[src/hdl/corr_pkg.sv]
`default_nettype none

package corr_pkg;

   // ------------------------------
   // array sizes
   // ------------------------------
   localparam int NUM_ANT    = 4;  // one-bit (sign) antennas
   localparam int NUM_BASE   = 6;  // antenna pairs, NUM_ANT*(NUM_ANT-1)/2
   localparam int BASE_W     = 3;  // baseline address bits
   localparam int BCOUNT_W   = 12; // block size minus one
   localparam int ACC_W      = 16; // holds a full 4096-frame block
   localparam int PIPE_DEPTH = 2;  // sampled frame -> accumulate

   // ------------------------------
   // baseline -> antenna map
   // ------------------------------
   // baseline order (0,1) (0,2) (0,3) (1,2) (1,3) (2,3)
   localparam int BASE_ANT_A [0:NUM_BASE-1] = '{0, 0, 0, 1, 1, 2}; // first antenna
   localparam int BASE_ANT_B [0:NUM_BASE-1] = '{1, 2, 3, 2, 3, 3}; // second antenna

   // readout block flags
   typedef enum logic [1:0] {
      VIS_EMPTY,   // nothing finished, or already read
      VIS_READY,   // one finished block waiting
      VIS_OVERRUN  // a block was overwritten before it was read
   } vis_state_t;

endpackage

`default_nettype wire

[src/hdl/bank_switch.sv]
`timescale 1ns/1ns
`default_nettype none

module bank_switch (
   input  wire                          clk_x,
   input  wire                          sw_d,     // async reset, active high
   input  wire                          frame_i,  // new set of samples
   input  wire [corr_pkg::BCOUNT_W-1:0] bcount_i, // block size minus one
   output logic                         swap_o,   // one-cycle, end of block
   output logic                         bank_o    // active bank index
);

   logic [corr_pkg::BCOUNT_W-1:0]   count_q;  // frames seen in this block
   logic [corr_pkg::PIPE_DEPTH-1:0] end_q;    // block-end delay line
   logic                            last_frm; // this frame closes the block
   logic                            bank_q;

   // ------------------------------
   // frame counter
   // ------------------------------
   assign last_frm = frame_i && (count_q == bcount_i);

   always_ff @(posedge clk_x or posedge sw_d) begin
      if (sw_d) begin
         count_q <= '0;
      end else if (frame_i) begin
         if (count_q == bcount_i)
            count_q <= '0; // wrap after the last frame
         else
            count_q <= count_q + 1'b1;
      end
   end

   // ------------------------------
   // swap delay and bank toggle
   // ------------------------------
   // the block end has to trail the agreement register and the
   // accumulator add, so the last frame lands in the old bank
   always_ff @(posedge clk_x or posedge sw_d) begin
      if (sw_d) begin
         end_q <= '0;
      end else begin
         end_q <= {end_q[corr_pkg::PIPE_DEPTH-2:0], last_frm}; // shift in
      end
   end

   assign swap_o = end_q[corr_pkg::PIPE_DEPTH-1]; // high the cycle after N+1

   always_ff @(posedge clk_x or posedge sw_d) begin
      if (sw_d)
         bank_q <= 1'b0;
      else if (swap_o)
         bank_q <= ~bank_q; // flips at N+2
   end

   assign bank_o = bank_q;

   // swap pulses are single cycles, each block closes on its own frame
   a_swap_single : assert property (
      @(posedge clk_x) disable iff (sw_d)
      swap_o |=> !swap_o
   ) else $error("swap_o high on two consecutive cycles");

endmodule

`default_nettype wire

[src/hdl/baseline_corr.sv]
`timescale 1ns/1ns
`default_nettype none

module baseline_corr (
   input  wire                       clk_x,
   input  wire                       sw_d,     // async reset, active high
   input  wire                       frame_i,  // samples valid this cycle
   input  wire                       ant_a_i,  // sign bit, first antenna
   input  wire                       ant_b_i,  // sign bit, second antenna
   input  wire                       swap_i,   // end-of-block pulse
   input  wire                       bank_i,   // bank taking new counts
   output logic [corr_pkg::ACC_W-1:0] vis_o    // frozen bank
);

   logic                      valid_q;  // a frame was sampled
   logic                      agree_q;  // both signs equal
   logic                      hit;      // count this frame
   logic [corr_pkg::ACC_W-1:0] inc;     // zero or one, full width
   logic [corr_pkg::ACC_W-1:0] acc_q [0:1]; // double-buffered counts
   logic [corr_pkg::ACC_W-1:0] acc_act; // bank currently accumulating

   // ------------------------------
   // agreement stage
   // ------------------------------
   // one-bit samples correlate by xnor
   always_ff @(posedge clk_x or posedge sw_d) begin
      if (sw_d) begin
         valid_q <= 1'b0;
         agree_q <= 1'b0;
      end else begin
         valid_q <= frame_i;
         agree_q <= ant_a_i ~^ ant_b_i;
      end
   end

   assign hit = valid_q && agree_q;
   assign inc = {{(corr_pkg::ACC_W-1){1'b0}}, hit};

   // ------------------------------
   // accumulator banks
   // ------------------------------
   // on the swap edge bank_i still names the old bank, so the
   // increment goes straight into the other one as its start value
   always_ff @(posedge clk_x or posedge sw_d) begin
      if (sw_d) begin
         acc_q[0] <= '0;
         acc_q[1] <= '0;
      end else if (swap_i) begin
         acc_q[~bank_i] <= inc;                  // fresh block, old one kept
      end else begin
         acc_q[bank_i] <= acc_q[bank_i] + inc;   // normal accumulate
      end
   end

   assign acc_act = acc_q[bank_i];
   assign vis_o   = acc_q[~bank_i]; // host side sees the idle bank

   // block sizes are limited so a full block never overflows
   a_no_wrap : assert property (
      @(posedge clk_x) disable iff (sw_d)
      (!swap_i && hit) |-> (acc_act != {corr_pkg::ACC_W{1'b1}})
   ) else $error("active accumulator about to wrap");

endmodule

`default_nettype wire

[src/hdl/vis_readout.sv]
`timescale 1ns/1ns
`default_nettype none

module vis_readout (
   input  wire                                                clk_x,
   input  wire                                                sw_d,
   input  wire                                                swap_i, // block done
   input  wire [corr_pkg::NUM_BASE-1:0][corr_pkg::ACC_W-1:0] vis_i,  // frozen banks
   input  wire                                                rd_i,
   input  wire [corr_pkg::BASE_W-1:0]                         rd_addr_i,
   output logic [corr_pkg::ACC_W-1:0]                         rd_data_o,
   output logic                                               rd_valid_o,
   output logic                                               vis_ready_o,
   output logic                                               overrun_o
);

   corr_pkg::vis_state_t       state_q, state_d;
   logic                       last_rd;  // read of the final baseline
   logic [corr_pkg::ACC_W-1:0] rd_sel;   // addressed vis value
   logic [corr_pkg::ACC_W-1:0] rd_data_q;
   logic                       rd_valid_q;

   assign last_rd = rd_i && (int'(rd_addr_i) == corr_pkg::NUM_BASE - 1);

   // ------------------------------
   // block flag FSM
   // ------------------------------
   always_comb begin
      state_d = state_q;
      case (state_q)
         corr_pkg::VIS_EMPTY: begin
            if (swap_i) state_d = corr_pkg::VIS_READY;
         end
         corr_pkg::VIS_READY, corr_pkg::VIS_OVERRUN: begin
            if (swap_i && last_rd)
               state_d = corr_pkg::VIS_READY;   // read drains old, swap is new
            else if (swap_i)
               state_d = corr_pkg::VIS_OVERRUN; // unread block lost
            else if (last_rd)
               state_d = corr_pkg::VIS_EMPTY;   // host finished the block
         end
         default: state_d = corr_pkg::VIS_EMPTY;
      endcase
   end

   always_ff @(posedge clk_x or posedge sw_d) begin
      if (sw_d)
         state_q <= corr_pkg::VIS_EMPTY;
      else
         state_q <= state_d;
   end

   assign vis_ready_o = (state_q != corr_pkg::VIS_EMPTY);
   assign overrun_o   = (state_q == corr_pkg::VIS_OVERRUN);

   // ------------------------------
   // addressed read
   // ------------------------------
   always_comb begin
      if (int'(rd_addr_i) < corr_pkg::NUM_BASE)
         rd_sel = vis_i[rd_addr_i];
      else
         rd_sel = '0; // unused addresses read zero
   end

   always_ff @(posedge clk_x) begin
      if (rd_i) rd_data_q <= rd_sel; // held until the next read
   end

   always_ff @(posedge clk_x or posedge sw_d) begin
      if (sw_d)
         rd_valid_q <= 1'b0;
      else
         rd_valid_q <= rd_i; // one cycle after the strobe
   end

   assign rd_data_o  = rd_data_q;
   assign rd_valid_o = rd_valid_q;

   // host only addresses real baselines
   a_addr_range : assert property (
      @(posedge clk_x) disable iff (sw_d)
      rd_i |-> (int'(rd_addr_i) < corr_pkg::NUM_BASE)
   ) else $error("read address beyond last baseline");

endmodule

`default_nettype wire

[src/hdl/correlator_top.sv]
`timescale 1ns/1ns
`default_nettype none

module correlator_top (
   input  wire                          clk_x,
   input  wire                          sw_d,      // async reset, active high
   input  wire                          frame_i,   // sample strobe
   input  wire [corr_pkg::NUM_ANT-1:0]  ant_i,     // one sign bit per antenna
   input  wire [corr_pkg::BCOUNT_W-1:0] bcount_i,  // frames per block minus one
   input  wire                          rd_i,      // host read strobe
   input  wire [corr_pkg::BASE_W-1:0]   rd_addr_i, // baseline to read
   output logic [corr_pkg::ACC_W-1:0]   rd_data_o,
   output logic                         rd_valid_o,
   output logic                         vis_ready_o,
   output logic                         overrun_o
);

   logic                                              swap; // end-of-block pulse
   logic                                              bank; // active bank
   logic [corr_pkg::NUM_BASE-1:0][corr_pkg::ACC_W-1:0] vis; // frozen counts

   // ------------------------------
   // block control
   // ------------------------------
   bank_switch u_bank_switch (
      .clk_x    (clk_x),
      .sw_d     (sw_d),
      .frame_i  (frame_i),
      .bcount_i (bcount_i),
      .swap_o   (swap),
      .bank_o   (bank)
   );

   // ------------------------------
   // one correlator per baseline
   // ------------------------------
   for (genvar g = 0; g < corr_pkg::NUM_BASE; g++) begin : g_base
      baseline_corr u_corr (
         .clk_x   (clk_x),
         .sw_d    (sw_d),
         .frame_i (frame_i),
         .ant_a_i (ant_i[corr_pkg::BASE_ANT_A[g]]), // pair from the table
         .ant_b_i (ant_i[corr_pkg::BASE_ANT_B[g]]),
         .swap_i  (swap),
         .bank_i  (bank),
         .vis_o   (vis[g])
      );
   end

   // host side flags and reads
   vis_readout u_readout (
      .clk_x       (clk_x),
      .sw_d        (sw_d),
      .swap_i      (swap),
      .vis_i       (vis),
      .rd_i        (rd_i),
      .rd_addr_i   (rd_addr_i),
      .rd_data_o   (rd_data_o),
      .rd_valid_o  (rd_valid_o),
      .vis_ready_o (vis_ready_o),
      .overrun_o   (overrun_o)
   );

endmodule

`default_nettype wire

[config.mk]
export PLATFORM = sky130hd
export DESIGN_NAME = correlator_top
export DESIGN_NICKNAME = d
export VERILOG_FILES = /design/src/hdl/corr_pkg.sv /design/src/hdl/bank_switch.sv /design/src/hdl/baseline_corr.sv /design/src/hdl/vis_readout.sv /design/src/hdl/correlator_top.sv
export SDC_FILE = /design/constraint.sdc
export NUM_CORES = 1
export LEC_CHECK = 0
export ABC_AREA = 0
export BUFFER_PORTS_ARGS = -buffer_cell sky130_fd_sc_hd__buf_2
export CAP_MARGIN = 20
export CORE_MARGIN = 2
export CORE_UTILIZATION = 40
export CTS_BUF_LIST = sky130_fd_sc_hd__clkbuf_4 sky130_fd_sc_hd__clkbuf_8 sky130_fd_sc_hd__clkbuf_16
export CTS_CLUSTER_SIZE = 14
export DETAILED_ROUTE_END_ITERATION = 12
export GPL_TIMING_DRIVEN = 0
export SLEW_MARGIN = 40
export SYNTH_ARGS = -nofsm -noshare
export SYNTH_HDL_FRONTEND = slang
export SYNTH_SLANG_ARGS = --single-unit
[constraint.sdc]
create_clock -name clk_x -period 8.8 [get_ports clk_x]
set_input_delay 0.88 -clock clk_x [delete_from_list [all_inputs] [get_ports clk_x]]
set_output_delay 0.88 -clock clk_x [all_outputs]
set_load 0.01 [all_outputs]
==> results of run 1 <==
==> flip-flops by register name, summed over array words and instances, names as in the netlist <==
register,flops
g_base.u_corr.valid_q,1
u_bank_switch.end_q,2
g_base.u_corr.acc_q,192
u_readout.rd_valid_o,1
g_base.u_corr.agree_q,6
u_bank_switch.count_q,12
u_readout.rd_data_o,16
u_readout.state_q,2
u_bank_switch.bank_o,1
==> worst register-to-register path, stage by stage (launching register included) <==
cell      delay, ns
dfrtp_1        0.37
buf_6          0.16
buf_6          0.17
buf_6          0.21
buf_4          0.28
buf_4          0.32
buf_2          0.44
buf_2          0.51
mux2_2         0.27
ha_1           0.26
nand4b_1       0.22
a22o_2         0.40
a211oi_2       0.53
a41oi_1        0.21
a211o_1        0.27
==> cell usage after synthesis (6+ instances only) <==
master	instances
a21oi_1	75
inv_1	52
a31o_2	6
a211oi_1	7
a41oi_1	6
nand3b_1	20
nor4_1	15
edfxtp_1	16
nor3b_1	12
nand3_1	85
xnor2_1	22
mux2_2	14
buf_1	14
nor2_1	87
nor4b_1	6
a31oi_1	10
nor2b_1	18
o211ai_1	34
a32oi_1	9
nand4b_1	29
and2_1	24
o32ai_1	28
o311ai_1	7
and4_1	11
mux4_2	45
o31ai_1	11
nand2b_1	17
or3_1	15
and3_1	27
a22oi_1	21
nand2_1	198
clkbuf_1	63
or4_1	26
a32o_1	9
o22ai_1	49
ha_1	16
o311ai_0	15
buf_2	36
nand4_1	46
o221ai_1	10
dfrtp_1	217
mux2i_1	29
nor3_1	51
o21ai_0	95
==> power groups by stage <==
stage          logic (µW)  registers, µW  clock network (µW)
2_1_floorplan         284           1280                   0
3_3_place_gp          392           1310                   0
3_5_place_dp          406           1310                   0
4_1_cts               410           1300                1360
5_1_grt               454           1310                1410
6_report              418           1300                1360
==> through the flow <==
step                total power [µW]  util [%]  hold WS [ns]  instances  setup TNS (ns)
global placement                1704     43.02        0.3396       2233         -285.11
global route                    3174     46.23        0.3067       2292               0
detailed placement              1721     43.37        0.3365       2236               0
finish                          3083     46.23        0.2701       2292               0
floorplan                       1565         -        0.3312       1682               0
CTS                             3065     46.18        0.2866       2290               0
==> layout by cell type (no fill, tap or decap), types with 16 or more instances in the layout <==
| master | n |
|---|---|
| a21oi_1 | 75 |
| a22oi_1 | 21 |
| and2_1 | 24 |
| and3_1 | 27 |
| buf_2 | 83 |
| clkbuf_1 | 37 |
| clkbuf_16 | 29 |
| clkbuf_2 | 29 |
| dfrtp_1 | 217 |
| edfxtp_1 | 16 |
| ha_1 | 16 |
| inv_1 | 51 |
| mux2i_1 | 29 |
| mux4_2 | 45 |
| nand2_1 | 198 |
| nand2b_1 | 17 |
| nand3_1 | 85 |
| nand3b_1 | 20 |
| nand4_1 | 46 |
| nand4b_1 | 29 |
| nor2_1 | 84 |
| nor2b_1 | 18 |
| nor3_1 | 51 |
| o211ai_1 | 34 |
| o21ai_0 | 95 |
| o22ai_1 | 49 |
| o32ai_1 | 28 |
| or4_1 | 26 |
| xnor2_1 | 22 |
==> worst max-delay path by stage <==
stage	start	end	slack, ns	cells after the start
2_1_floorplan	sw_d	g_base[0].u_corr.acc_q[0]$_DFFE_PP0P_	1.98	1
3_3_place_gp	sw_d	g_base[3].u_corr.acc_q[14]$_DFFE_PP0P_	-1.34	2
3_5_place_dp	u_bank_switch.bank_o$_DFFE_PP0P_	g_base[1].u_corr.acc_q[30]$_DFFE_PP0P_	4.34	14
4_1_cts	u_bank_switch.bank_o$_DFFE_PP0P_	g_base[5].u_corr.acc_q[13]$_DFFE_PP0P_	4.32	14
5_1_grt	u_bank_switch.bank_o$_DFFE_PP0P_	g_base[1].u_corr.acc_q[30]$_DFFE_PP0P_	4.11	14
6_report	u_bank_switch.bank_o$_DFFE_PP0P_	g_base[5].u_corr.acc_q[13]$_DFFE_PP0P_	4.06	14
==> logic make-up (layout without fill, tap and decap cells) <==
kind of cell | count (synthesis) | after routing | share of synthesized area [%]
fa+ha+maj | 16 | 16 | 1.300
mux | 88 | 88 | 9.488
buf+inv | 177 | 276 | 4.972
compound gates | 436 | 436 | 19.72
flops | 233 | 233 | 38.38
xor+xnor | 24 | 24 | 1.365
simple gates | 708 | 708 | 24.78
==> cell type report <==
class,count,area [µm²],area share (%)
Buffer,123,606.8,3.477
Clock buffer,37,817.0,4.681
Clock inverter,17,241.5,1.384
Inverter,54,210.2,1.204
Multi-Input combinational cell,1272,8733,50.04
Sequential cell,233,5911,33.86
Tap cell,511,639.4,3.663
Timing Repair Buffer,45,295.3,1.692
==> per-layer routing <==
metal	vias to the layer above	share of wire (%)
met1	7805	38
met4	2	7.7
met5	-	0.017
met2	1227	41
li1	6610	-
met3	346	13
==> metrics.md, run 1 <==
| Metric | Value |
|---|---|
| Nets | `1797` |
| Share of cells above drive strength 1 | `15.61%` |
| First-pass GRT wire length | `104800 µm` |
| IO Port Bufs | `40` |
| Top cells by area, synth | `dfrtp_1 (35%), mux4_2 (6.6%), nand2_1 (4.8%)` |
| Worst skew pair latency | `0.60 ns` |
| Drt initial violations | `2320` |
| CP required | `9.28 ns` |
| H-tree Lvls | `1` |
| Post-synth EDFFs | `16` |
| Syn Nets | `1721` |
| Sw frac | `29.79%` |
| Max incr delay on CP | `0.53 ns` |
| Register bit total from synthesis | `233` |
| Switching power total | `918.5 µW` |
| CTS Buffer Depth | `3` |
| CP top delay family | `buffers and inverters` |
| Initial core utilization | `40.80%` |
| CP Buf/Inv Count | `7` |
| Wire per inst | `31.45 µm` |
| Max-cap violations | `0` |
| WL final | `72090 µm` |
| DP HPWL | `49380 µm` |
| Worst setup margin | `4.057 ns` |
| Pwr per Cell Area | `176.6 nW/µm²` |
| Hold-fix buffers, CTS | `0` |
| Clock transition at path regs | `0.07 ns` |
| Root Driver | `clkbuf_16` |
| IO Count | `42` |
| Seq pwr share | `42.3%` |
| DR vias | `15990` |
| Pint | `2165 µW` |
| Status | `complete, no violations` |
| Comb pwr share | `13.6%` |
| Synth top area share | `35.26%` |
| Core ar. | `37760 µm²` |
| Final worst-path cycle share | `53.90%` |
| All-Layer GR Usage | `35.47%` |
| Setup bufs post-CTS | `0` |
| Routed vias/inst | `6.976` |
| Worst slack at placement | `4.342 ns` |
| Synth Instances | `1682` |
| Top achievable clock speed | `210.8 MHz` |
| Tmin final | `4.743 ns` |
| Site Rows | `71` |
| Die X | `200.2 µm` |
| Yosys cell types | `84` |
| Worst Setup Start Kind | `flip-flop` |
| Area Overhead vs Synth | `13.32%` |
| Synth Cell Area | `15400 µm²` |
| Worst Path Arrival | `5.22 ns` |
| Met3 GRT Util | `10.92%` |
| Antenna Cells | `0` |
| Die area | `40090 µm²` |
| Slew margin rel. | `35.42%` |
| R2R setup slack | `4.06 ns` |
| Largest net degree at the start of global routing | `66` |
| GP Congestion | `0.9806` |
| Fin. max-slew vios | `0` |
| Crit path top cell by count | `buf_6` |
| R2R depth | `14` |
| Clk pwr share | `44.2%` |
| GR Layer Usage met1 | `47.15%` |
| DR pass1 iterations | `9` |
| M2 GR Usage | `50.31%` |
| RSZ-0062 raised after global routing | `no` |
| # resized after CTS | `0` |
| Most Crowded Layer GR | `met2` |
| Fill count | `3675` |
| Primary FF master, synth | `dfrtp_1` |
| TritonCTS buffer count | `29` |
| DRC Markers | `0` |
| Critical-path maximum fanout | `10` |
| Hold violation count in the final report | `0` |
| Least-Margin Pin Slew | `0.9688 ns` |
| Initial antenna violation count | `2` |
| Worst R2R End | `g_base[5].u_corr.acc_q[13]$_DFFE_PP0P_` |
| Sink Count | `233` |
| Maximum VDD drop | `0.1489 mV` |
| CTS tree | `done` |
| Static Leakage | `0.006977 µW` |
| Worst path slowest cell | `a211oi_2` |
| Hold Crit Class | `in2async` |
| Placed instance area | `16380 µm²` |
| Die Height | `200.2 µm` |
| ANT nets after route | `0` |
| Syn Area/Cell | `9.157 µm²` |
| Vias in the first global route | `15119` |
| # setup viols final | `0` |
| Yosys warns | `0` |
| Finished Cell Area | `17450 µm²` |
| Post-synth ARST share | `93.13%` |
| Final Skew | `0.01720 ns` |
| Sequential area share after synthesis | `38.38%` |
| Global route total overflow | `0` |
| Synth area leader | `dfrtp_1` |
| R2r startpoint | `u_bank_switch.bank_o$_DFFE_PP0P_` |
| Crit-path cells | `buf_6 -> buf_6 -> buf_6 -> buf_4 -> buf_4 -> buf_2 -> buf_2 -> mux2_2 -> ha_1 -> nand4b_1 -> a22o_2 -> a211oi_2 -> a41oi_1 -> a211o_1` |
| Worst Setup Path Type | `reg2reg` |
| Worst Setup End Kind | `flip-flop` |
Power figures use the tool's default switching activity.
==> run 2: changes to the inputs <==
--- a/config.mk
+++ b/config.mk
@@ -5,7 +5,7 @@
 export SDC_FILE = /design/constraint.sdc
 export NUM_CORES = 1
 export LEC_CHECK = 0
-export ABC_AREA = 0
+export ABC_AREA = 1
 export BUFFER_PORTS_ARGS = -buffer_cell sky130_fd_sc_hd__buf_2
 export CAP_MARGIN = 20
 export CORE_MARGIN = 2
==> constraint.sdc (replaced) <==
create_clock -name clk_x -period 4.6 [get_ports clk_x]
set_input_delay 0.46 -clock clk_x [delete_from_list [all_inputs] [get_ports clk_x]]
set_output_delay 0.46 -clock clk_x [all_outputs]
set_load 0.01 [all_outputs]
==> metrics.md, run 2 <==
| Metric | Value |
|---|---|
| Status | `complete, no violations` |
| Worst Setup Start Kind | `flip-flop` |
| DP HPWL | `48130 µm` |
| Clock transition at path regs | `0.07 ns` |
| Die area | `39890 µm²` |
| Setup bufs post-CTS | `0` |
| Worst Path Arrival | `3.97 ns` |
| DRC Markers | `0` |
| IO Count | `42` |
| Maximum VDD drop | `0.3213 mV` |
| Placed Cells | `2870` |
| # setup viols final | `0` |
| Finished Cell Area | `17450 µm²` |
| R2r startpoint | `u_bank_switch.bank_o$_DFFE_PP0P_` |
| Placed instance area | `16460 µm²` |
| Worst hold stages | `1` |
| Drt initial violations | `1677` |
| Hold violation count in the final report | `0` |
| Max reg flops | `192` |
| Worst setup margin | `1.115 ns` |
| ANT nets after route | `0` |
| Biggest register | `g_base.u_corr.acc_q` |
| Syn Area/Cell | `6.636 µm²` |
| Non-Filler Instances | `2927` |
| Die X | `199.7 µm` |
| Wire per inst | `22.47 µm` |
| TritonCTS buffer count | `30` |
| Synth area leader | `dfrtp_1` |
| Syn Nets | `2348` |
| Site Rows | `71` |
| Antenna Cells | `0` |
| Worst slack at placement | `1.280 ns` |
| Yosys warns | `0` |
| Initial core utilization | `40.68%` |
| H-tree Lvls | `1` |
| Comb pwr share | `30.9%` |
| RSZ-0062 raised after global routing | `no` |
| Synth top area share | `35.44%` |
| Most common cell after layout, fill and taps aside | `nand2_1` |
| Static Leakage | `0.008462 µW` |
| Core ar. | `37670 µm²` |
| Largest net degree at the start of global routing | `27` |
| Hold Crit Class | `in2reg` |
| Sw frac | `38.65%` |
| Sink Count | `233` |
| Seq pwr share | `37.3%` |
| GP Congestion | `1.057` |
| Post-synth ARST share | `93.13%` |
| Nets | `2431` |
| Most numerous cell in the Yosys netlist | `nand2_1` |
| Hold path start | `frame_i` |
| Switching power total | `2896 µW` |
| Synth Instances | `2309` |
| Worst skew pair latency | `0.60 ns` |
| Pint | `4596 µW` |
| Final worst-path cycle share | `75.76%` |
| IO Port Bufs | `39` |
| Worst hold path endpoint | `g_base[5].u_corr.valid_q$_DFF_PP0_` |
| CTS Buffer Depth | `3` |
| Most frequent cells in the layout | `nand2_1 (874), inv_1 (250), dfrtp_1 (217)` |
| Hold-fix buffers, CTS | `1` |
| Top achievable clock speed | `286.9 MHz` |
| Fill count | `3981` |
| Register bit total from synthesis | `233` |
| Synth Cell Area | `15320 µm²` |
| CTS tree | `done` |
| Pwr per Cell Area | `429.3 nW/µm²` |
| Tmin final | `3.485 ns` |
| Critical-path maximum fanout | `10` |
| Vias in the first global route | `15575` |
| DR pass1 iterations | `6` |
| DR vias | `16255` |
| Slew margin rel. | `34.68%` |
| R2R setup slack | `1.11 ns` |
| R2R depth | `16` |
| Worst Setup End Kind | `flip-flop` |
| Area Overhead vs Synth | `13.88%` |
| First-pass GRT wire length | `98200 µm` |
| Top cells by area, synth | `dfrtp_1 (35%), nand2_1 (21%), nand3_1 (6.3%)` |
| Yosys cell types | `31` |
| Max-cap violations | `0` |
| Routed vias/inst | `5.553` |
| Post-synth EDFFs | `16` |
| # resized after CTS | `0` |
| Final Skew | `0.01439 ns` |
| Post-synth top cells | `nand2_1 (874), inv_1 (251), dfrtp_1 (217)` |
| Worst Setup Path Type | `reg2reg` |
| Fin. max-slew vios | `0` |
| Initial antenna violation count | `0` |
| Least-Margin Pin Slew | `0.9798 ns` |
| Worst R2R End | `g_base[1].u_corr.acc_q[30]$_DFFE_PP0P_` |
| Global route total overflow | `0` |
| WL final | `65780 µm` |
| Sequential area share after synthesis | `38.57%` |
| Clk pwr share | `31.8%` |
| All-Layer GR Usage | `33.75%` |
| Primary FF master, synth | `dfrtp_1` |
| CP required | `5.08 ns` |
| Root Driver | `clkbuf_16` |
| Share of cells above drive strength 1 | `8.816%` |
| Die Height | `199.7 µm` |
==> run 2: changes by cell type after synthesis, sizes merged, moves of 29 or more <==
cell / change
xor2: +35
nor3: -41
o21ai: +109
o32ai: -30
inv: +200
nor2: +72
mux2i: -29
nand2: +674
mux4: -45
nand3: +112
nand4b: -30
==> run 2: worst max path at each step <==
stage | end | start | depth (start not counted) | slack [ns]
after floorplan | g_base[0].u_corr.acc_q[0]$_DFFE_PP0P_ | sw_d | 1 | 1.31
after global placement | g_base[1].u_corr.acc_q[13]$_DFFE_PP0P_ | sw_d | 2 | -0.28
after detailed placement | g_base[1].u_corr.acc_q[30]$_DFFE_PP0P_ | u_bank_switch.bank_o$_DFFE_PP0P_ | 16 | 1.28
after CTS | g_base[1].u_corr.acc_q[30]$_DFFE_PP0P_ | u_bank_switch.bank_o$_DFFE_PP0P_ | 16 | 1.24
after global routing | g_base[1].u_corr.acc_q[30]$_DFFE_PP0P_ | u_bank_switch.bank_o$_DFFE_PP0P_ | 16 | 0.90
final | g_base[1].u_corr.acc_q[30]$_DFFE_PP0P_ | u_bank_switch.bank_o$_DFFE_PP0P_ | 16 | 1.11
==> run 2: cell type report <==
type,instances,area (µm²),area share [%]
buffer,114,616.8,3.535
clock buffer,36,802.0,4.596
clock inverter,20,176.4,1.011
inverter,254,959.7,5.499
multi-input combinational,1708,7853,45.00
sequential,233,5911,33.87
tap,511,639.4,3.664
timing repair buffer,51,493.0,2.825
==> run 2: metrics by stage <==
step | total power (µW) | utilization (%) | hold slack (ns) | TNS, ns
floorplan | 4392 | - | 0.3312 | 0
detailed placement | 5070 | 43.69 | 0.3549 | 0
global route | 7936 | 46.33 | 0.05419 | 0
global placement | 4986 | 42.91 | 0.3323 | -55.20
finish | 7492 | 46.33 | 0.06304 | 0
CTS | 7461 | 46.31 | 0.03774 | 0
==> run 2: power by group through the flow <==
stage               clock (µW)  sequential, µW  combinational (µW)
global route              2490            2840                2600
detailed placement           0            2810                2260
global placement             0            2800                2180
floorplan                    0            2740                1650
CTS                       2410            2780                2270
finish                    2380            2790                2320
==> run 2: logic make-up after synthesis <==
logic type | share of synthesized area [%]
buffers and inverters | 10.18
flip-flops | 38.57
XOR/XNOR | 2.972
AO/OA/AOI/OAI | 13.29
AND/OR/NAND/NOR | 33.67
adder cells (fa/ha/maj) | 1.306
==> run 2: routing by layer <==
metal	GRT usage [%]	routed length, µm	up-vias
li1	-	-	7546
met1	44.27	27150	7618
met2	51.70	27970	851
met3	7.629	6449	240
met4	18.35	4212	0
met5	0	0	-
==> run 2: critical path, stage by stage (launching register included) <==
cell	delay [ns]
dfrtp_1	0.34
buf_6	0.16
buf_8	0.15
buf_6	0.22
buf_2	0.30
buf_2	0.32
buf_2	0.29
nand2_1	0.08
o21ai_0	0.11
ha_1	0.19
nand3_1	0.15
inv_1	0.11
nand2_1	0.17
nor2_1	0.40
nand3_1	0.16
nand3_1	0.12
nand2_1	0.07
